[config.mk]
export PLATFORM = sky130hd
export DESIGN_NAME = fetch_unit
export DESIGN_NICKNAME = d
export VERILOG_FILES = /design/src/verilog/fetch_unit.sv
export VERILOG_INCLUDE_DIRS = /design/src /design/src/common
export SDC_FILE = /design/constraint.sdc
export NUM_CORES = 1
export LEC_CHECK = 0
export ABC_AREA = 0
export BUFFER_PORTS_ARGS = -buffer_cell sky130_fd_sc_hd__clkbuf_2
export CAP_MARGIN = 20
export CELL_PAD_IN_SITES_DETAIL_PLACEMENT = 0
export CELL_PAD_IN_SITES_GLOBAL_PLACEMENT = 1
export CORE_ASPECT_RATIO = 0.6
export CORE_MARGIN = 2
export CORE_UTILIZATION = 37
export CTS_CLUSTER_DIAMETER = 50
export DETAILED_ROUTE_END_ITERATION = 8
export PLACE_DENSITY = 0.85
export SETUP_SLACK_MARGIN = 0.2
export SLEW_MARGIN = 0
export SYNTH_ARGS = -nofsm -noshare
export SYNTH_HDL_FRONTEND = slang
export SYNTH_SLANG_ARGS = --single-unit
[constraint.sdc]
create_clock -name clk -period 1.9 [get_ports clk]
set_input_delay 0.38 -clock clk [delete_from_list [all_inputs] [get_ports clk]]
set_output_delay 0.38 -clock clk [all_outputs]
set_load 0.05 [all_outputs]
[src/common/core_settings.svh]
`ifndef CORE_SETTINGS_SVH
`define CORE_SETTINGS_SVH

////////////////////////////////////////////////////////////////////////////
// minirv core sizing
////////////////////////////////////////////////////////////////////////////

// RV32E has sixteen architectural registers
`define MINIRV_NREGS 16

// data memory depth in 32-bit words
`define MINIRV_DMEM_WORDS 256

`define MINIRV_RESET_PC 32'h0000_0000 // first fetch address after reset

`endif
[src/verilog/fetch_unit.sv]
`timescale 1ns/1ps
`default_nettype none

`include "core_settings.svh"

module fetch_unit (
    input  logic        clk,
    input  logic        rst_n,
    input  logic        jump_taken,
    input  logic [31:0] jump_target,
    output logic [31:0] pc,
    output logic        started
);

    // the pc holds until the core has started, so the reset-pc word retires first
    always_ff @(posedge clk or negedge rst_n) begin
        if (!rst_n) begin
            pc      <= `MINIRV_RESET_PC;
            started <= 1'b0;
        end else begin
            started <= 1'b1;
            if (started) begin
                pc <= jump_taken ? jump_target : pc + 32'd4;
            end
        end
    end

    // jump targets come from the write-back stage
    pc_aligned_a: assert property (@(posedge clk) disable iff (!rst_n) pc[1:0] == 2'b00)
        else $error("fetch: pc %h is not word aligned", pc);

endmodule

`default_nettype wire

==> flow_metrics.tcl <==
set metrics [dict create \
    outcome "complete, no violations" \
    synth-seq-cells 33 \
    antenna_found_initial 0 \
    worst_r2r_endpoint "pc[19]" \
    p_seq_frac 0.369 \
    grt_usage 0.2386 \
    fmax_mhz 576.9 \
    dieArea_sq_mm 0.006459 \
    io-pin-count 68 \
    initial_core_util 0.3843 \
    syn-cell-area_sq_mm 0.002151 \
    fin_crit_sh 0.9123 \
    layout.nets 385 \
    synthFlopType "dfrtp_1" \
    firstDrtPassIters 5 \
    syn-num-nets 287 \
    synth_top_area_cell "dfrtp_1" \
    dpl.hpwl_um 5325 \
    fp.dieW_um 102.4 \
    worstHoldPathType "in -> async" \
    vdd_drop_max_mv 0.3903 \
    clkPwrFrac 0.213 \
    holdWs_ns 0.03951 \
    synth.avg_cell_area_sq_um 8.569 \
    final_layout_size_suffix_gt1_frac 0.4613 \
    hold_violations 0 \
    vias 2541 \
    grt_pass1_wl_um 11910 \
    syn_to_final_growth_pct 42.93 \
    avgViaCountPerCell 5.923 \
    period_needed_ns 1.733 \
    io_buffers 67 \
    synth_most_common_cell "dfrtp_1" \
    crit_fanout 5 \
    synth_top_area_frac 0.3839 \
    maxCapViolCount 0 \
    reg2reg_depth 4 \
    post_drt_wl_per_cell_um 17.55 \
    fin_skew_ns 0.005179 \
    cp-start-kind "flop" \
    setup_viol 0 \
    comb_power_share 0.418 \
    endpoint_kind "flop" \
    grt_pass1_vias 2273 \
    arrival_ns 1.88 \
    gp_congestion 0.8860 \
    diodes 0 \
    die_h_um 63.06 \
    switching_share 0.4423 \
    power.switching_mw 1.157 \
    drv_slew 0 \
    r2r_slack_ns 0.17 \
    place_area_sq_mm 0.002744 \
    grt_start_max_net_pins 25 \
    clock-root-buffer "clkbuf_8" \
    async_reset_ff_frac 1.000 \
    cts_sinks 33 \
    cts_made_buffers 5 \
    synth_edf_count 0 \
    rows 21 \
    p_leak_nw 1.337 \
    synthDistinctLibCells 54 \
    grt-ovfl-total 0 \
    htree_levels 2 \
    dr.first_iter.drc_count 179 \
    fin_area_sq_mm 0.003074 \
    ys_seq_area_frac 0.3839 \
    clockBufferDepth 2 \
    drt-total-wl_um 7530 \
    grt_setup_unrepaired "yes" \
    ant_nets 0 \
    setup.worst_path.class "reg -> reg" \
    p_int_mw 1.459 \
    total_power_mw 2.616 \
    critical_path_required_ns 2.04 \
    synthTopCellsByCount "dfrtp_1 (33), nand2_1 (22), a21oi_1 (19)" \
    drc 0 \
    clk-insertion-delay-late_ns 0.29 \
    finalSetupTns_ns 0 \
    syn_inst 251 \
    fp.coreArea_sq_mm 0.005597 \
    power_density_mw_per_mm2 851.0 \
    fin_util 0.5493 \
    rr_startpoint "pc[8]" \
    synthTopCellsByArea "dfrtp_1 (38%), a21oi_1 (4.4%), nand2_1 (3.8%), nand4_1 (3.5%), o21ai_0 (3.5%)" \
    yosysWarnings 0 \
    clk_pin_slew_ns 0.07 \
    cts_tree "yes" \
]
-- sequential cells by signal, indices dropped and copies added, names as in the netlist --
signal,count
pc,32
started,1
-- layout by cell type, fill, tap and decap left out, drive strengths merged, types with 10 or more instances in the layout --
cell type  Yosys  routed
nor2          18      18
buf            7      41
a21oi         19      19
nand4         13      13
clkbuf        10      74
nand2         22      22
nor3          10      10
dfrtp         33      33
o21ai         15      15
nand3         14      14
-- cell type report --
type	count	area [sq um]
Tap cell	80	100.1
Sequential cell	33	859.6
Timing Repair Buffer	108	655.6
Inverter	7	26.28
Multi-Input combinational cell	194	1346
Clock buffer	7	86.33
Fill cell	533	2522
-- layer usage --
| metal | GRT usage | routed length (um) | up-vias |
|---|---|---|---|
| met5 | 0 | 0 | - |
| met4 | 0.04667 | 66 | 0 |
| met3 | 0.06104 | 773 | 10 |
| met2 | 0.3284 | 3099 | 127 |
| met1 | 0.3724 | 3590 | 1235 |
| li1 | - | - | 1169 |
-- power groups by stage --
| stage | registers (mW) | logic [mW] | clock network [mW] |
|---|---|---|---|
| 2_1_floorplan | 1.32 | 0.326 | 0 |
| 3_3_place_gp | 0.989 | 0.954 | 0 |
| 3_5_place_dp | 0.995 | 0.964 | 0 |
| 4_1_cts | 0.970 | 1.02 | 0.558 |
| 5_1_grt | 0.983 | 1.17 | 0.594 |
| 6_report | 0.966 | 1.09 | 0.556 |
-- cell families (layout without fill, tap and decap cells) --
kind of cell             Yosys count  after routing  synth area share
multiplexers                       3              3           0.01454
AND/OR/NAND/NOR                  108            108            0.2821
other                              1              1          0.001744
flip-flops                        33             33            0.3839
adder cells (fa/ha/maj)            1              1          0.005816
buffers and inverters             24            122           0.04537
AO/OA/AOI/OAI                     81             81            0.2664
-- how the worst max path moves through the flow --
stage / slack [ns] / endpoint / startpoint / cells after the start
finish: 0.17 / pc[19] / pc[8] / 4
global route: 0.12 / pc[19] / pc[5] / 4
CTS: 0.17 / pc[19] / pc[2] / 5
detailed placement: 0.13 / pc[28] / pc[2] / 6
global placement: 0.18 / pc[19] / pc[9] / 4
floorplan: 0.09 / pc[18] / pc[2] / 5
-- critical path, stage by stage, from the launching register on --
cell	delay, ns
dfrtp_2	0.41
nand4_1	0.13
or4_4	0.61
o311ai_4	0.27
o311ai_2	0.17
-- timing repair --
action,in CTS,in global routing
setup buffers,13,10
setup endpoints to repair,5,14
hold endpoints to repair,0,0
pin swaps,7,6
gates resized for setup,4,8
hold buffers,0,0
-- stage by stage --
stage	instances	setup slack [ns]
finish	429	0.1667
global route	429	0.1153
CTS	419	0.1748
detailed placement	399	0.1265
global placement	399	0.1799
floorplan	251	0.08781
No activity file was read; power rests on OpenSTA's default activity.
