===== config.mk =====
export PLATFORM = sky130hd
export DESIGN_NAME = reg_file
export DESIGN_NICKNAME = d
export VERILOG_FILES = /design/src/verilog/reg_file.sv
export VERILOG_INCLUDE_DIRS = /design/src /design/src/common
export SDC_FILE = /design/constraint.sdc
export NUM_CORES = 1
export LEC_CHECK = 0
export BUFFER_PORTS_ARGS = -buffer_cell sky130_fd_sc_hd__buf_4
export CAP_MARGIN = 20
export CORE_MARGIN = 10
export CORE_UTILIZATION = 59
export CTS_CLUSTER_DIAMETER = 200
export DETAILED_ROUTE_END_ITERATION = 6
export PLACE_DENSITY = 0.77
export SYNTH_ARGS = -nofsm -noshare
export SYNTH_HDL_FRONTEND = slang
export SYNTH_SLANG_ARGS = --single-unit
export TNS_END_PERCENT = 30

===== constraint.sdc =====
create_clock -name clk -period 1.4 [get_ports clk]
set_clock_uncertainty 0.1 [all_clocks]
set_input_delay 0 -clock clk [delete_from_list [all_inputs] [get_ports clk]]
set_output_delay 0 -clock clk [all_outputs]
set_load 0.02 [all_outputs]

===== src/common/core_settings.svh =====
`ifndef CORE_SETTINGS_SVH
`define CORE_SETTINGS_SVH

////////////////////////////////////////////////////////////////////////////
// minirv core sizing
////////////////////////////////////////////////////////////////////////////

// RV32E has sixteen architectural registers
`define MINIRV_NREGS 16

// data memory depth in 32-bit words
`define MINIRV_DMEM_WORDS 256

`define MINIRV_RESET_PC 32'h0000_0000 // first fetch address after reset

`endif

===== src/verilog/reg_file.sv =====
`timescale 1ns/1ps
`default_nettype none

`include "core_settings.svh"

module reg_file (
    input  logic        clk,
    input  logic        rst_n,
    input  logic [3:0]  rs1,
    input  logic [3:0]  rs2,
    input  logic [3:0]  rd,
    input  logic        we,
    input  logic [31:0] wd,
    output logic [31:0] rs1_val,
    output logic [31:0] rs2_val
);

    logic [31:0] regs [`MINIRV_NREGS];

    always_ff @(posedge clk or negedge rst_n) begin
        if (!rst_n) begin
            for (int i = 0; i < `MINIRV_NREGS; i++) begin
                regs[i] <= '0;
            end
        end else if (we && rd != 4'd0) begin
            regs[rd] <= wd;
        end
    end

    // x0 is never written, so it reads back as zero
    assign rs1_val = regs[rs1];
    assign rs2_val = regs[rs2];

endmodule

`default_nettype wire


==> results.txt <==
Setup violations remaining at the end of the flow were counted as 64. STA classifies the critical path endpoint as an output port. The number of standard cells in the layout, taps in and fillers out was 2469; the cell area reported after detailed placement was 0.02918 mm^2. The tools report the worst hold endpoint as regs[472]. The critical path's largest stage delay was 0.50 ns; the width of the die was 231.0 um. Measured in cells, the most critical reg-to-reg path has a length of 3. Across the VDD grid, the largest voltage drop is 0.9901 mV. For this run, the post-layout net count is 1886.

The worst setup path is of the flip-flop to output port kind. The number of global-route vias before repair was 18.44k; the number of iterations in the first detailed-routing pass was 5. The fraction of synthesized cell area taken by the top area cell type works out to 48.79%. TritonCTS built the clock tree.

The library cell used most frequently in the layout, excluding fill and tap cells, is sky130_fd_sc_hd__dfrtp_1. For this run, the top clock speed supported by timing is 0.4739 GHz. Remaining max-slew budget at the tightest pin: 71.89%. The library cells used most frequently in the layout, excluding fill and tap cells, are sky130_fd_sc_hd__dfrtp_1 (512), sky130_fd_sc_hd__mux2_2 (462), sky130_fd_sc_hd__mux4_2 (256).

The pin count of the biggest net entering global routing was 78. The register with the most flip-flops in the layout has 512 of them. Walking the worst path, the cells encountered are mux4_2 > a22oi_2 > nand2_2 > buf_6. The number of warnings reported in the yosys synthesis log was 0.

The number of sinks on the clock net was 512; the part of the cycle the worst path needs was 150.7%. Counting along the longest clock path gives a buffer depth of 3. The logs give 0 for the number of slew-limit violations in the final report and 0.29 ns for the worst-case register-to-register setup slack. In this run the static leakage power is 13.48 nW. The logs give 73.96 mm for the final wirelength and 0 for the final hold violation count. Data on the critical path arrives at its endpoint at 2.01 ns. Setup repair after global routing could not meet its margin everywhere. The net count after synthesis is 1717.

In this run the standard cell core region covers 0.04412 mm^2. In this run the critical register-to-register path is launched from regs[415]. The number of clock buffers inserted by TritonCTS was 54; the post-synthesis sequential element count was 512. The worst path setup slack after routing was -0.7103 ns; the clock transition time at the flip-flop clock pins of the worst setup and hold paths was 0.06 ns. The run gives 59.52% as the starting density of the core.

The largest registers in the layout are regs x512. The worst reg2reg path endpoint was regs[415]. Global routing consumed, over all layers together, 27.90% of the routing resources. The die is 231.0 um tall. Of the cells placed in the final design, the portion with a size suffix greater than 1 is 65.85%.

The run finished, with violations left. Clock latency on the worst-skew pair, taken at its later pin, is 0.60 ns. The routed layout has 17.06k vias.

The total instance count after detailed placement is 2323. The detail route stage leaves a number of antenna-violating nets equal to 0. With fillers left out, the area of the finished cells amounts to 0.03225 mm^2. For this design, the slowest cell found on the critical path is sky130_fd_sc_hd__mux4_2.

After global routing the overflow that remains totals 0. STA classifies the critical path startpoint as a flip-flop. For the pin with the worst max-slew slack, the measured transition is 0.4217 ns. Dividing the detail-routed wire length by the instance count gives 29.96 um. At the worst endpoint, the required time is 1.30 ns. Along the worst hold path, the cell count comes to 5. The area growth from synthesis to layout is 22.79%. The wire-length estimate of the detail-placed layout is 45.39 mm.

The area of the die is 0.05335 mm^2. The number of input and output port buffers inserted is 110. The final reports fail on setup timing. The synthesized area per cell was 15.73 um^2; the deepest level of the CTS H-tree was 2. The tools report the initial antenna violation count as 1. In this run, the number of DRC markers left after iteration 0 of detailed routing was 1508. The congestion estimate from routability-driven global placement came to 0.8148. The largest area contributor in the synthesized netlist is sky130_fd_sc_hd__dfrtp_1. After detailed routing, the number of vias per cell comes to 6.910. The total power per unit cell area was 1457 mW/mm^2.

After layout, the minimum clock period comes to 2.110 ns. By area the synthesized netlist is led by sky130_fd_sc_hd__dfrtp_1 (49%), sky130_fd_sc_hd__mux4_2 (22%), sky130_fd_sc_hd__mux2_2 (20%). The tools report the max-cap check violation count as 0. The type of the worst min-delay path was input pin to flip-flop. regs holds more flip-flops than any other register. The clock root buffer is sky130_fd_sc_hd__clkbuf_16. The number of inserted diodes is 0. Start point of the worst hold path: rd[2]. The total DRC errors in the routed layout came out at 0.

Of all nets on the critical path, the largest fanout is 3. The first global-routing pass estimated 113.3 mm of wire. The sequential cell area fraction in the yosys report is 48.79%. The accumulated negative setup slack is -40.13 ns, and the count of different cell masters after synthesis is 20. The cell count after synthesis came out at 1670. Pin placement for this block handled 111 I/O pins.

In this run the cell area of the synthesized design comes to 0.02626 mm^2. In this run the core area contains 77 standard-cell rows.
-- worst max-delay path: cells and delay by family, from the launching register on --
kind / cells / cell delay, ns
muxes: 1 / 0.50
DFF: 1 / 0.40
AOI/OAI and AO/OA: 1 / 0.20
buffers and inverters: 1 / 0.16
and+or+nand+nor: 1 / 0.14
-- through the flow --
stage / hold WS [ns] / util (%) / power, mW / setup WS, ns
floorplan: -0.3956 / - / 27.52 / -0.01144
global placement: -0.1687 / 66.12 / 30.80 / -0.2984
detailed placement: -0.1696 / 66.12 / 31.50 / -0.3031
CTS: 0.01645 / 72.64 / 46.79 / -0.6975
global route: 0.04796 / 73.08 / 48.84 / -0.7373
finish: 0.03872 / 73.08 / 47.00 / -0.7103
-- synthesized netlist by cell type --
master / number
sky130_fd_sc_hd__a22oi_1: 128
sky130_fd_sc_hd__and2_1: 2
sky130_fd_sc_hd__and3_1: 1
sky130_fd_sc_hd__buf_1: 1
sky130_fd_sc_hd__buf_2: 68
sky130_fd_sc_hd__buf_4: 2
sky130_fd_sc_hd__buf_6: 9
sky130_fd_sc_hd__clkbuf_1: 120
sky130_fd_sc_hd__dfrtp_1: 512
sky130_fd_sc_hd__mux2_1: 18
sky130_fd_sc_hd__mux2_2: 462
sky130_fd_sc_hd__mux4_2: 256
sky130_fd_sc_hd__nand2_1: 65
sky130_fd_sc_hd__nand2b_1: 3
sky130_fd_sc_hd__nand3_1: 1
sky130_fd_sc_hd__nand3b_1: 3
sky130_fd_sc_hd__nor2_1: 11
sky130_fd_sc_hd__nor2b_1: 4
sky130_fd_sc_hd__nor3b_2: 1
sky130_fd_sc_hd__or3_1: 3
-- what timing repair did --
action                     4_1_cts  5_1_grt
hold endpoints to repair       992        0
buffers inserted                 6       10
setup endpoints to repair       64      129
gates resized for setup        169       28
pin swaps                      124       23
hold buffers                    36        0
-- report_power, final --
part | internal, mW | total (mW) | switching (mW)
combinational | 7.35 | 12.2 | 4.82
sequential | 18.1 | 20.6 | 2.49
clock | 8.39 | 14.3 | 5.89
-- kinds of logic (layout without fill, tap and decap cells) --
kind of cell / Yosys count / count (layout) / synth area share, %
muxes: 736 / 736 / 42.54
DFF: 512 / 512 / 48.79
buffers and inverters: 200 / 407 / 3.468
AOI/OAI and AO/OA: 128 / 128 / 3.659
and+or+nand+nor: 94 / 94 / 1.548
-- worst max path at each step --
stage	start	endpoint	slack [ns]	cells after the start
5_1_grt	regs[415]	rs2_val[31]	-0.74	4
3_3_place_gp	rs2[0]	rs2_val[31]	-0.30	6
3_5_place_dp	rs2[0]	rs2_val[31]	-0.30	6
2_1_floorplan	rs1[0]	rs1_val[11]	-0.01	5
4_1_cts	regs[415]	rs1_val[31]	-0.70	4
6_report	regs[447]	rs1_val[31]	-0.71	4
-- routing by layer --
metal	track usage (%)	wire, um
met1	37.96	29500
met4	9.681	2304
met5	0	13
met2	44.13	36100
met3	6.009	6042
-- layout make-up --
| type | count | area, um^2 |
|---|---|---|
| clock inverter | 16 | 162.7 |
| multi-input combinational | 958 | 13260 |
| clock buffer | 78 | 1593 |
| tap | 592 | 740.7 |
| timing repair buffer | 313 | 3680 |
| fill | 2685 | 11880 |
| sequential | 512 | 12810 |
Note: power is estimated with default switching activity, not from simulation.
