[config.mk]
export PLATFORM = sky130hd
export DESIGN_NAME = decode_unit
export DESIGN_NICKNAME = d
export VERILOG_FILES = /design/src/common/core_settings.svh /design/src/common/ctrl_pkg.sv /design/src/common/isa_pkg.sv /design/src/decode/decode_unit.sv
export SDC_FILE = /design/constraint.sdc
export NUM_CORES = 1
export LEC_CHECK = 0
export BUFFER_PORTS_ARGS = -buffer_cell sky130_fd_sc_hd__buf_2
export CORE_AREA = 10 10 56 58
export DETAILED_ROUTE_END_ITERATION = 8
export DIE_AREA = 0 0 66 68
export MAX_ROUTING_LAYER = met4
export PLACE_DENSITY_LB_ADDON = 0.05
export REMOVE_ABC_BUFFERS = 1
export SLEW_MARGIN = 20
export SYNTH_ARGS = -nofsm -noshare
export SYNTH_HDL_FRONTEND = slang
export SYNTH_SLANG_ARGS = --single-unit
[constraint.sdc]
create_clock -name vclk -period 1.7
set_input_delay 0 -clock vclk [all_inputs]
set_output_delay 0 -clock vclk [all_outputs]
set_load 0.01 [all_outputs]
[src/common/core_settings.svh]
`ifndef CORE_SETTINGS_SVH
`define CORE_SETTINGS_SVH

////////////////////////////////////////////////////////////////////////////
// minirv core sizing
////////////////////////////////////////////////////////////////////////////

// RV32E has sixteen architectural registers
`define MINIRV_NREGS 16

// data memory depth in 32-bit words
`define MINIRV_DMEM_WORDS 256

`define MINIRV_RESET_PC 32'h0000_0000 // first fetch address after reset

`endif
[src/common/ctrl_pkg.sv]
`default_nettype none

package ctrl_pkg;

    typedef enum logic [2:0] {
        ADD,
        SUB,
        AND,
        OR,
        XOR,
        SLT,
        PASS_B // lui routes the immediate straight through
    } alu_op_e;

    typedef enum logic [1:0] {
        WORD,
        BYTE_U
    } mem_len_e;

    // source of the register write-back value
    typedef enum logic [1:0] {
        ALU,
        MEM,
        LINK
    } wb_sel_e;

endpackage

`default_nettype wire

[src/common/isa_pkg.sv]
`default_nettype none

package isa_pkg;

    // major opcodes of the supported subset
    typedef enum logic [6:0] {
        OP     = 7'b0110011,
        OP_IMM = 7'b0010011,
        LUI    = 7'b0110111,
        LOAD   = 7'b0000011,
        STORE  = 7'b0100011,
        JAL    = 7'b1101111,
        JALR   = 7'b1100111
    } opcode_e;

    localparam logic [2:0] F3_ADD = 3'b000;
    localparam logic [2:0] F3_SLT = 3'b010;
    localparam logic [2:0] F3_XOR = 3'b100;
    localparam logic [2:0] F3_OR  = 3'b110;
    localparam logic [2:0] F3_AND = 3'b111;
    localparam logic [2:0] F3_W   = 3'b010; // lw and sw
    localparam logic [2:0] F3_BU  = 3'b100; // lbu
    localparam logic [2:0] F3_B   = 3'b000; // sb

    localparam logic [6:0] F7_BASE = 7'b0000000;
    localparam logic [6:0] F7_SUB  = 7'b0100000;

    typedef struct packed {
        logic [6:0] funct7;
        logic [4:0] rs2;
        logic [4:0] rs1;
        logic [2:0] funct3;
        logic [4:0] rd;
        logic [6:0] opcode;
    } r_fmt_t;

    typedef struct packed {
        logic [11:0] imm12;
        logic [4:0]  rs1;
        logic [2:0]  funct3;
        logic [4:0]  rd;
        logic [6:0]  opcode;
    } i_fmt_t;

    typedef struct packed {
        logic [6:0] imm_hi;
        logic [4:0] rs2;
        logic [4:0] rs1;
        logic [2:0] funct3;
        logic [4:0] imm_lo;
        logic [6:0] opcode;
    } s_fmt_t;

    typedef struct packed {
        logic [19:0] imm20;
        logic [4:0]  rd;
        logic [6:0]  opcode;
    } u_fmt_t;

    // one instruction word, viewed by format
    typedef union packed {
        r_fmt_t r;
        i_fmt_t i;
        s_fmt_t s;
        u_fmt_t u;
    } instr_u;

endpackage

`default_nettype wire

[src/decode/decode_unit.sv]
`timescale 1ns/1ps
`default_nettype none

module decode_unit (
    input  logic [31:0]        instr,
    output logic [3:0]         rs1,
    output logic [3:0]         rs2,
    output logic [3:0]         rd,
    output logic [31:0]        imm,
    output logic               use_imm,
    output logic               reg_write,
    output logic               mem_read,
    output logic               mem_write,
    output logic               is_jal,
    output logic               is_jalr,
    output ctrl_pkg::alu_op_e  alu_op,
    output ctrl_pkg::mem_len_e mem_len,
    output ctrl_pkg::wb_sel_e  wb_sel
);

    isa_pkg::instr_u w;
    logic [31:0]     imm_i, imm_s, imm_j, imm_u;
    logic            known, bad_funct, hi_reg;

    assign w = instr;

    assign rs1 = w.r.rs1[3:0]; // RV32E only has x0 to x15
    assign rs2 = w.r.rs2[3:0];
    assign rd  = w.r.rd[3:0];

    assign imm_i = {{20{w.i.imm12[11]}}, w.i.imm12};
    assign imm_s = {{20{w.s.imm_hi[6]}}, w.s.imm_hi, w.s.imm_lo};
    assign imm_u = {w.u.imm20, 12'b0};
    // J immediate is scattered across the upper twenty bits
    assign imm_j = {{12{w.u.imm20[19]}}, w.u.imm20[7:0], w.u.imm20[8], w.u.imm20[18:9], 1'b0};

    always_comb begin
        imm       = '0;
        use_imm   = 1'b0;
        reg_write = 1'b0;
        mem_read  = 1'b0;
        mem_write = 1'b0;
        is_jal    = 1'b0;
        is_jalr   = 1'b0;
        alu_op    = ctrl_pkg::ADD;
        mem_len   = ctrl_pkg::WORD;
        wb_sel    = ctrl_pkg::ALU;
        known     = 1'b1;
        bad_funct = 1'b0;
        hi_reg    = 1'b0;

        case (w.r.opcode)
            isa_pkg::OP, isa_pkg::OP_IMM: begin
                reg_write = 1'b1;
                use_imm   = (w.r.opcode == isa_pkg::OP_IMM);
                imm       = imm_i;
                hi_reg    = w.r.rd[4] | w.r.rs1[4] | (!use_imm & w.r.rs2[4]);
                case (w.r.funct3)
                    isa_pkg::F3_ADD: alu_op = (!use_imm && w.r.funct7 == isa_pkg::F7_SUB) ?
                                              ctrl_pkg::SUB : ctrl_pkg::ADD;
                    isa_pkg::F3_SLT: alu_op = ctrl_pkg::SLT;
                    isa_pkg::F3_XOR: alu_op = ctrl_pkg::XOR;
                    isa_pkg::F3_OR:  alu_op = ctrl_pkg::OR;
                    isa_pkg::F3_AND: alu_op = ctrl_pkg::AND;
                    default:         bad_funct = 1'b1;
                endcase
                // only add may carry the sub marker in funct7
                if (!use_imm && w.r.funct7 != isa_pkg::F7_BASE &&
                    !(w.r.funct7 == isa_pkg::F7_SUB && w.r.funct3 == isa_pkg::F3_ADD)) begin
                    bad_funct = 1'b1;
                end
            end
            isa_pkg::LUI: begin
                reg_write = 1'b1;
                use_imm   = 1'b1;
                imm       = imm_u;
                alu_op    = ctrl_pkg::PASS_B;
                hi_reg    = w.u.rd[4];
            end
            isa_pkg::LOAD: begin
                reg_write = 1'b1;
                mem_read  = 1'b1;
                use_imm   = 1'b1;
                imm       = imm_i;
                wb_sel    = ctrl_pkg::MEM;
                hi_reg    = w.i.rd[4] | w.i.rs1[4];
                if (w.i.funct3 == isa_pkg::F3_BU) mem_len = ctrl_pkg::BYTE_U;
                else bad_funct = (w.i.funct3 != isa_pkg::F3_W);
            end
            isa_pkg::STORE: begin
                mem_write = 1'b1;
                use_imm   = 1'b1;
                imm       = imm_s;
                hi_reg    = w.s.rs1[4] | w.s.rs2[4];
                if (w.s.funct3 == isa_pkg::F3_B) mem_len = ctrl_pkg::BYTE_U;
                else bad_funct = (w.s.funct3 != isa_pkg::F3_W);
            end
            isa_pkg::JAL: begin
                reg_write = 1'b1;
                is_jal    = 1'b1;
                imm       = imm_j;
                wb_sel    = ctrl_pkg::LINK;
                hi_reg    = w.u.rd[4];
            end
            isa_pkg::JALR: begin
                reg_write = 1'b1;
                is_jalr   = 1'b1;
                imm       = imm_i;
                wb_sel    = ctrl_pkg::LINK;
                hi_reg    = w.i.rd[4] | w.i.rs1[4];
                bad_funct = (w.i.funct3 != 3'b000);
            end
            default: known = 1'b0;
        endcase

        // anything not fully understood retires as a no-op
        if (!known || bad_funct) begin
            reg_write = 1'b0;
            mem_read  = 1'b0;
            mem_write = 1'b0;
            is_jal    = 1'b0;
            is_jalr   = 1'b0;
        end
        if (rd == 4'd0) reg_write = 1'b0; // x0 writes never retire

        if (known) begin
            assert (!bad_funct && !hi_reg)
                else $error("decode: unsupported encoding %h", instr);
        end
    end

endmodule

`default_nettype wire

==> results.json <==
{
  "antenna_found_initial": 0,
  "hold_depth": 2,
  "grt_pass1_wl_um": 5220,
  "path_depth": 6,
  "core.rowCount": 17,
  "power_density_nw_per_um2": 158,
  "slew_viol_final": 0,
  "leakage_uw": 0.000830,
  "path_buf_inv": 2,
  "gp_congestion": 0.829,
  "n_antenna_cell": 0,
  "synthCells": 117,
  "seq_cell_count": 0,
  "holdPathEnd": "rs1[1]",
  "die_w_um": 66,
  "cts_resized": 0,
  "fmax_mhz": 632,
  "fin_crit_sh_pct": 93.1,
  "grt_setup_unrepaired": "no",
  "fin_setup_tns_ns": 0,
  "setup_violations": 0,
  "die-area_um2": 4490,
  "vias": 1121,
  "grtUsageTotal_pct": 13.9,
  "yosysTopAreaCell": "a21o_1",
  "start_util_pct": 37.4,
  "muxShareOfSynthArea_pct": 0,
  "required_ns": 1.70,
  "port_buffers": 88,
  "layout-drive-gt1-share_pct": 51.9,
  "synth.top_cell.area_share_pct": 21.9,
  "drcViolationCount": 0,
  "yosys.cell_types.count": 38,
  "synthSimpleGateAreaFrac_pct": 38.5,
  "crit_path_frequent_cell": "buf_2",
  "setup_ws_ns": 0.117,
  "avgSynthCellArea_um2": 6.73,
  "synthAdderAreaFrac_pct": 0,
  "first_global_vias": 1188,
  "io-pin-count": 89,
  "syn_area_um2": 787,
  "final-hold-violation-count": 0,
  "die_h_um": 68,
  "gr-total-overflow": 0,
  "fp.coreArea_um2": 2110,
  "ir_drop_uv": 101,
  "critPathTopFamily": "simple AND/OR/NAND/NOR gates",
  "critical_path.cell_chain": "buf_2, or3_1, o21a_1, a221o_1, nor4b_2, buf_2",
  "yosysMostFrequentCell": "a21o_1",
  "clkbuf_count": 0,
  "wl_per_cell_um": 15.7,
  "firstDrtPassIters": 4,
  "synth_compound_area_share_pct": 41.8,
  "final.min_clock_period_ns": 1.58,
  "synth_seq_area_share_pct": 0,
  "worst_pin_slew_ns": 0.596,
  "synthToLayoutAreaGrowth_pct": 47.5,
  "synth_common_cells": "a21o_1 (23), buf_4 (13), and2_1 (8), nand2_1 (7)",
  "hold_class": "in2out",
  "seqCellArea_um2": 0,
  "synth_area_leaders": "a21o_1 (22%), buf_4 (12%), and2_1 (6.4%)",
  "ant_nets": 0,
  "fin_util_pct": 55.1,
  "path_max_fanout": 8,
  "drt-initial-drc-count": 56,
  "slew_headroom_pct": 59.7,
  "crit_path_top_delay_cell": "or3_1",
  "grt_start_max_net_pins": 14,
  "endpoint_kind": "primary output",
  "path_class": "in2out",
  "slowest_delay_ns": 0.53,
  "hp-start": "instr[16]",
  "place_ws_ns": 0.121,
  "cts_setup_buffers": 0,
  "viasPerCell": 5.17,
  "drt-total-wl_um": 3400,
  "dp_hpwl_um": 2970,
  "synth_top_family_by_area": "compound AO/OA/AOI/OAI gates",
  "cp.arrival_ns": 1.58,
  "outcome": "finished, final reports clean",
  "cts-hold-fix-buffers": 0,
  "cap_violations": 0,
  "synth_xor_area_share_pct": 1.11,
  "nets": 223,
  "yosys_warnings": 0,
  "cp-start-kind": "input port"
}
## kinds of logic (layout without fill, tap and decap cells)
family          count (synthesis)  in the layout
xor+xnor                        1              1
buf+inv                        22             94
other cells                     1              1
simple gates                   49             49
compound gates                 44             44
## through the flow
step	hold WS (ns)	cells	power, uW	instance area, um^2
after floorplan	0	96	65.8	648
after global placement	0.205	217	182	1160
after detailed placement	0.207	217	183	1160
after CTS	0.208	217	184	1160
after global routing	0.218	217	203	1160
final	0.205	217	183	1160
## how the worst max path moves through the flow
| stage | from | to | slack [ns] |
|---|---|---|---|
| 2_1_floorplan | instr[6] | reg_write | 0.37 |
| 3_3_place_gp | instr[6] | reg_write | 0.16 |
| 3_5_place_dp | instr[6] | reg_write | 0.12 |
| 4_1_cts | instr[6] | reg_write | 0.12 |
| 5_1_grt | instr[6] | imm[11] | 0.02 |
| 6_report | instr[6] | reg_write | 0.12 |
## placed cells by master, fill, tap and decap left out, types with 2 or more instances in the layout
cell	instances
a21o_1	23
nor4b_1	2
and2_1	8
a21oi_1	3
buf_4	5
o21a_1	3
buf_2	88
nor4_1	4
a22o_1	5
nor2b_1	2
o22ai_1	3
nand3_1	2
nor2_1	4
nand2_1	7
nand2b_1	3
nand3b_1	2
nand4_1	2
nor3_1	5
## layout make-up
cell class / instances / area (um^2)
multi-input combinational: 95 / 644
inverter: 1 / 3.75
fill: 233 / 945
timing repair buffer: 93 / 478
tap: 28 / 35.0
## routing by layer
| layer | wire length (um) | track usage, % |
|---|---|---|
| met1 | 1400 | 15.8 |
| met5 | 0 | - |
| met4 | 25 | 0.785 |
| met2 | 1700 | 24.6 |
| met3 | 275 | 4.08 |
## report_power, final
part           internal, uW  switching [uW]  leakage, uW
Combinational          77.9             105     0.000830
Clock                     0               0            0
Sequential                0               0            0
(Power assumes the default switching activity.)
