`config.mk`:
```
export PLATFORM = sky130hd
export DESIGN_NAME = writeback_unit
export DESIGN_NICKNAME = d
export VERILOG_FILES = /design/src/common/core_settings.svh /design/src/common/ctrl_pkg.sv /design/src/verilog/writeback_unit.sv
export SDC_FILE = /design/constraint.sdc
export NUM_CORES = 1
export LEC_CHECK = 0
export BUFFER_PORTS_ARGS = -buffer_cell sky130_fd_sc_hd__buf_2
export CELL_PAD_IN_SITES_DETAIL_PLACEMENT = 1
export CELL_PAD_IN_SITES_GLOBAL_PLACEMENT = 1
export CORE_UTILIZATION = 30
export DETAILED_ROUTE_END_ITERATION = 12
export GPL_TIMING_DRIVEN = 0
export PLACE_DENSITY = 0.84
export SLEW_MARGIN = 20
export SYNTH_ARGS = -nofsm -noshare
export SYNTH_HDL_FRONTEND = slang
export SYNTH_SLANG_ARGS = --single-unit
export TNS_END_PERCENT = 50
```
`constraint.sdc`:
```
create_clock -name vclk -period 6.71
set_input_delay 1.342 -clock vclk [all_inputs]
set_output_delay 1.342 -clock vclk [all_outputs]
set_load 0.03 [all_outputs]
```
`src/common/core_settings.svh`:
```
`ifndef CORE_SETTINGS_SVH
`define CORE_SETTINGS_SVH

////////////////////////////////////////////////////////////////////////////
// minirv core sizing
////////////////////////////////////////////////////////////////////////////

// RV32E has sixteen architectural registers
`define MINIRV_NREGS 16

// data memory depth in 32-bit words
`define MINIRV_DMEM_WORDS 256

`define MINIRV_RESET_PC 32'h0000_0000 // first fetch address after reset

`endif
```
`src/common/ctrl_pkg.sv`:
```
`default_nettype none

package ctrl_pkg;

    typedef enum logic [2:0] {
        ADD,
        SUB,
        AND,
        OR,
        XOR,
        SLT,
        PASS_B // lui routes the immediate straight through
    } alu_op_e;

    typedef enum logic [1:0] {
        WORD,
        BYTE_U
    } mem_len_e;

    // source of the register write-back value
    typedef enum logic [1:0] {
        ALU,
        MEM,
        LINK
    } wb_sel_e;

endpackage

`default_nettype wire

```
`src/verilog/writeback_unit.sv`:
```
`timescale 1ns/1ps
`default_nettype none

module writeback_unit (
    input  logic [31:0]       pc,
    input  logic [31:0]       imm,
    input  logic [31:0]       rs1_val,
    input  logic [31:0]       alu_result,
    input  logic [31:0]       mem_rdata,
    input  ctrl_pkg::wb_sel_e wb_sel,
    input  logic              is_jal,
    input  logic              is_jalr,
    output logic [31:0]       wb_data,
    output logic              jump_taken,
    output logic [31:0]       jump_target
);

    always_comb begin
        case (wb_sel)
            ctrl_pkg::LINK: wb_data = pc + 32'd4;
            ctrl_pkg::MEM:  wb_data = mem_rdata;
            default:        wb_data = alu_result;
        endcase
    end

    assign jump_taken = is_jal | is_jalr;

    // jalr drops bit 0 of its sum
    assign jump_target = is_jalr ? ((rs1_val + imm) & ~32'd1) : pc + imm;

endmodule

`default_nettype wire

```
==> results of run 1 <==
Yosys cell counts, types with 3 or more instances:
library cell / count
a221oi_1: 9
xnor2_1: 34
a211oi_1: 6
nand3b_1: 3
ha_1: 64
o21bai_1: 10
inv_1: 27
a2111oi_0: 3
clkbuf_1: 17
a211oi_2: 3
nand3_1: 20
a21o_1: 32
a21boi_0: 4
o31ai_1: 3
o211ai_1: 3
a22oi_1: 24
and2_1: 10
xor2_1: 33
and3_1: 16
o21ai_0: 64
nand4_1: 8
nor3b_1: 5
nor3_1: 14
nand2_1: 75
mux2i_1: 7
nand2b_1: 6
nor2b_1: 4
a41oi_1: 3
a21oi_1: 69
buf_6: 3
nor2_1: 53
o21ai_1: 7
a211o_1: 7
a221o_1: 3
or3_1: 7
o21a_1: 8
nand3_2: 3
or2_2: 4
tightest hold or removal path, delay by kind of cell:
kind                   cells  cell delay (ns)
buffers and inverters      2             0.25
AND/OR/NAND/NOR            1             0.09
per-layer routing:
| layer | GRT usage [%] | vias to the layer above |
|---|---|---|
| met5 | 0 | - |
| met1 | 30.8 | 3022 |
| met3 | 1.35 | 32 |
| met4 | 5.54 | 0 |
| li1 | - | 3198 |
| met2 | 45.4 | 208 |
per-stage QoR:
stage                     std cells  setup slack, ns
after floorplan                 722             1.18
after global placement         1167             1.14
after detailed placement       1167             1.12
after CTS                      1167             1.11
after global routing           1170            0.964
final                          1170             1.15
worst max-delay path by stage:
| stage | start | to | slack, ns | cells after the start |
|---|---|---|---|---|
| 2_1_floorplan | pc[0] | jump_target[24] | 1.18 | 10 |
| 5_1_grt | pc[0] | jump_target[24] | 0.96 | 12 |
| 6_report | pc[0] | jump_target[24] | 1.15 | 12 |
| 3_5_place_dp | pc[0] | jump_target[24] | 1.12 | 12 |
| 4_1_cts | pc[0] | jump_target[24] | 1.11 | 12 |
| 3_3_place_gp | pc[0] | jump_target[24] | 1.14 | 12 |
kinds of logic (layout without fill, tap and decap cells):
kind of cell / after synthesis / count (layout) / share of synthesized area, %
and+or+nand+nor: 239 / 239 / 24.4
AOI/OAI and AO/OA: 288 / 288 / 39.9
buffers and inverters: 52 / 281 / 4.63
muxes: 10 / 10 / 2.11
xor gates and xnor gates: 67 / 67 / 11.9
other: 0 / 3 / 0
adders and majority gates: 66 / 66 / 17.1
report_power, final:
group | switching (W) | total, W | internal (W)
combinational | 0.000464 | 0.000729 | 0.000265
sequential | 0 | 0 | 0
clock | 0 | 0.0000000000600 | 0.0000000000599
cell type report:
| class | count | area [µm²] |
|---|---|---|
| diodes | 3 | 7.51 |
| plain buffers | 25 | 126 |
| fillers | 2152 | 9600 |
| inverters | 27 | 101 |
| multi-input cells | 670 | 4690 |
| well taps | 216 | 270 |
| repair buffers | 229 | 1150 |
==> results.cfg, run 1 <==
[worst_setup_path]
crit_chain = buf_2 -> ha_1 -> fa_1 -> a21o_1 -> a21oi_2 -> o21ai_1 -> nand3_1 -> a41oi_1 -> o21ai_0 -> a21boi_0 -> o311ai_0 -> buf_2
cp_top_family = compound AO/OA/AOI/OAI gates
start_kind = input pin
required_ns = 5.37
cp_num_buf_inv = 2
cp-end-kind = output port
cp.arrival_ns = 4.22
crit_slowest_cell = fa_1
path_class = in2out
cpPeakStageDelay_ns = 0.41
cp_common_cell = buf_2
critPathMaxFanout = 3

[logic_synthesis]
synth_nets = 952
syn_area_um2 = 4920
yosysTopAreaCell = ha_1
syn_inst = 722
avgSynthCellArea_um2 = 6.82
seq_area_frac_synth_pct = 0
synth_top_cell_area_share_pct = 16.3
yosys-top-cells-area = ha_1, a21oi_1, o21ai_0
ys_types = 74
yosysWarnings = 0

[die]
start_util_pct = 30.9
die_area_um2 = 16900
die_w_um = 130
ios = 229
die_y_um = 130
coreArea_um2 = 15900
rows = 46

[finish]
seq_cells = 0
mostFrequentLayoutCells = buf_2, nand2_1, a21oi_1
nNetsFinal = 1183
final_layout_size_suffix_gt1_share_pct = 27.9
seqCellArea_um2 = 0
fin_util_pct = 39.8
mostFrequentLayoutCell = buf_2
fin_area_um2 = 6340
num-clock-buffers = 0
syn_to_final_growth_pct = 28.9

[worst_hold_path]
hold_start = is_jal
hold_path_class = in2out
min_path_cells = 3
hold_path_end = jump_taken

[detailed_routing]
met3_length_um = 1110
avgRoutedWirePerCell_um = 18.7
avgViaCountPerCell = 5.52
drc = 0
wl_um = 21900
wl_met1_um = 9670
drtIter0Drc = 260
drt_pre_antenna_iters = 4
routed-via-count = 6460
antenna_left = 0
wl_met2_um = 10600
top_layer = met4

[sta]
slew_headroom_pct = 47.8
period_needed_ns = 5.56
rsz0062_at_grt = false
finalHoldViolCount = 0
hold_slack_ns = 3.02
worst_pin_slew_ns = 0.783
fmax_mhz = 180
setup_tns_ns = 0
drv_slew = 0
fin_crit_sh_pct = 82.9
final-setup-viol-count = 0

[flow_run]
maxCapViolCount = 0

[placement]
gp_congestion = 0.903
postPlaceCellArea_um2 = 6340
place_hpwl_um = 19100
portBuffers = 229

[power_and_ir_drop]
powerDensity_nw_per_um2 = 115
power.total_w = 0.000729
peakVddDrop_mv = 0.0553
leakagePower_nw = 3.11

[global_route]
gr-usage-all-layers_pct = 24.5
antenna_found_initial = 3
grt-ovfl-total = 0
grt_pass1_vias = 6396
grt_max_degree = 11
grt_pass1_wl_um = 32800

[cts]
cts.repair.resized = 0
cts_hold_buf = 0
post_cts_buffers = 0

[status]
status = completed
(Power assumes the default switching activity.)
==> run 2, diff against run 1 <==
--- a/config.mk
+++ b/config.mk
@@ -5,13 +5,14 @@
 export SDC_FILE = /design/constraint.sdc
 export NUM_CORES = 1
 export LEC_CHECK = 0
+export ABC_AREA = 1
 export BUFFER_PORTS_ARGS = -buffer_cell sky130_fd_sc_hd__buf_2
 export CELL_PAD_IN_SITES_DETAIL_PLACEMENT = 1
 export CELL_PAD_IN_SITES_GLOBAL_PLACEMENT = 1
 export CORE_UTILIZATION = 30
 export DETAILED_ROUTE_END_ITERATION = 12
 export GPL_TIMING_DRIVEN = 0
-export PLACE_DENSITY = 0.84
+export PLACE_DENSITY = 0.89
 export SLEW_MARGIN = 20
 export SYNTH_ARGS = -nofsm -noshare
 export SYNTH_HDL_FRONTEND = slang
==> constraint.sdc (replaced) <==
create_clock -name vclk -period 4.65
set_input_delay 0.93 -clock vclk [all_inputs]
set_output_delay 0.93 -clock vclk [all_outputs]
set_load 0.03 [all_outputs]
==> results.cfg, run 2 <==
[logic_synthesis]
yosysTopAreaCell = nand2_1
avgSynthCellArea_um2 = 4.67
seq_area_frac_synth_pct = 0
synth_top_cell_area_share_pct = 30.7
syn_area_um2 = 6430
ys_types = 36
synth.most_common_cell = nand2_1
syn_inst = 1377
yosysWarnings = 0
yosys-top-cells-area = nand2_1, inv_1, ha_1
synth_nets = 1607
synth_common_cells = nand2_1, inv_1, nor2_1

[detailed_routing]
antenna_left = 0
drc = 0
drtIter0Drc = 320
wl_um = 29500
avgRoutedWirePerCell_um = 15.7
avgViaCountPerCell = 5.03
drt_pre_antenna_iters = 5
routed-via-count = 9464

[worst_setup_path]
required_ns = 3.72
cpPeakStageDelay_ns = 0.44
cp_common_cell = nand2_1
cp-end-kind = output port
start_kind = input pin
path_class = in2out
cp.arrival_ns = 3.17
crit_chain = buf_2 -> ha_1 -> fa_1 -> nand3_1 -> nand3_1 -> nand2_1 -> nand2_1 -> nand2_1 -> nand2_1 -> a21oi_1 -> o21ai_0 -> o21ai_0 -> buf_2
crit_slowest_cell = fa_1
crit_start = pc[0]
critPathMaxFanout = 4

[status]
status = completed

[die]
die_y_um = 148
die_area_um2 = 22000
die_w_um = 148
ios = 229
coreArea_um2 = 21000
start_util_pct = 30.6
rows = 53

[flow_run]
maxCapViolCount = 0

[power_and_ir_drop]
leakagePower_nw = 5.06
switchingPower_w = 0.000786
powerDensity_nw_per_um2 = 144
pwr-share-clk_pct = 0
peakVddDrop_mv = 0.0846
swShare_pct = 69.1
intPower_w = 0.000352
seq_power_share_pct = 0
p_comb_share_pct = 100.0
power.total_w = 0.00114

[cts]
cts.repair.resized = 0
cts_hold_buf = 0
post_cts_buffers = 0

[worst_hold_path]
hold_start = alu_result[2]
hold_path_class = in2out

[sta]
final-setup-viol-count = 0
worst_pin_slew_ns = 0.676
period_needed_ns = 4.10
rsz0062_at_grt = false
hold_slack_ns = 2.23
fin_crit_sh_pct = 88.2
finalHoldViolCount = 0
drv_slew = 0
setup_tns_ns = 0
fmax_mhz = 244
slew_headroom_pct = 54.9

[finish]
seqCellArea_um2 = 0
mostFrequentLayoutCell = nand2_1
fin_util_pct = 37.7
multiInputGateArea_um2 = 5340
seq_cells = 0
syn_to_final_growth_pct = 23.2
layoutNonFillerInstCount = 1882
final_layout_size_suffix_gt1_share_pct = 16.3
nNetsFinal = 1837
num-clock-buffers = 0
nFillCells = 3188
mostFrequentLayoutCells = nand2_1, inv_1, buf_2

[global_route]
grt_pass1_vias = 9620
grt_max_degree = 11
antenna_found_initial = 2
grt-ovfl-total = 0
grt_pass1_wl_um = 46500
gr-usage-all-layers_pct = 26.3

[placement]
dp_cells = 1880
portBuffers = 228
gp_congestion = 0.930
place_hpwl_um = 26900
[run 2: worst max-delay path, delay by kind of cell]
family          cells  cell delay, ns
simple gates        6            0.70
fa+ha+maj           2            0.68
compound gates      3            0.45
buf+inv             2            0.40
[run 2: cells by family (layout without fill, tap and decap cells)]
logic type / after synthesis / after routing / share of synthesized area [%]
compound gates: 192 / 192 / 15.7
xor+xnor: 8 / 8 / 1.09
simple gates: 822 / 822 / 53.2
other cells: 0 / 2 / 0
fa+ha+maj: 66 / 66 / 13.1
buf+inv: 289 / 517 / 17.0
[run 2: worst paths after layout]
kind | to | cells after the start
setup / recovery | jump_target[14] | 13
hold / removal | wb_data[2] | 4
[run 2: layout make-up]
class / count / area share, %
Antenna cell: 2 / 0.0632
Buffer: 20 / 1.01
Inverter: 269 / 12.8
Multi-Input combinational cell: 1088 / 67.4
Tap cell: 275 / 4.35
Timing Repair Buffer: 228 / 14.4
[run 2: metal layers]
| metal | up-vias | share of wire [%] | global-route usage, % |
|---|---|---|---|
| met2 | 266 | 50 | 50.7 |
| met4 | 0 | 3.0 | 8.45 |
| met3 | 56 | 4.2 | 1.66 |
| li1 | 4747 | - | - |
| met5 | - | 0 | 0 |
| met1 | 4395 | 43 | 30.6 |
[run 2: metrics by stage]
step | cell area, µm² | setup WS [ns]
after global routing | 7920 | 0.412
final | 7920 | 0.551
after global placement | 7910 | 0.642
after CTS | 7910 | 0.595
after detailed placement | 7910 | 0.597
after floorplan | 6430 | 0.932
[run 2: power by group through the flow]
stage,logic (W),registers (W),clock network [W]
global route,0.00125,0,0.0000000000576
finish,0.00114,0,0.0000000000577
global placement,0.00109,0,0
detailed placement,0.00113,0,0
CTS,0.00113,0,0
floorplan,0.000739,0,0
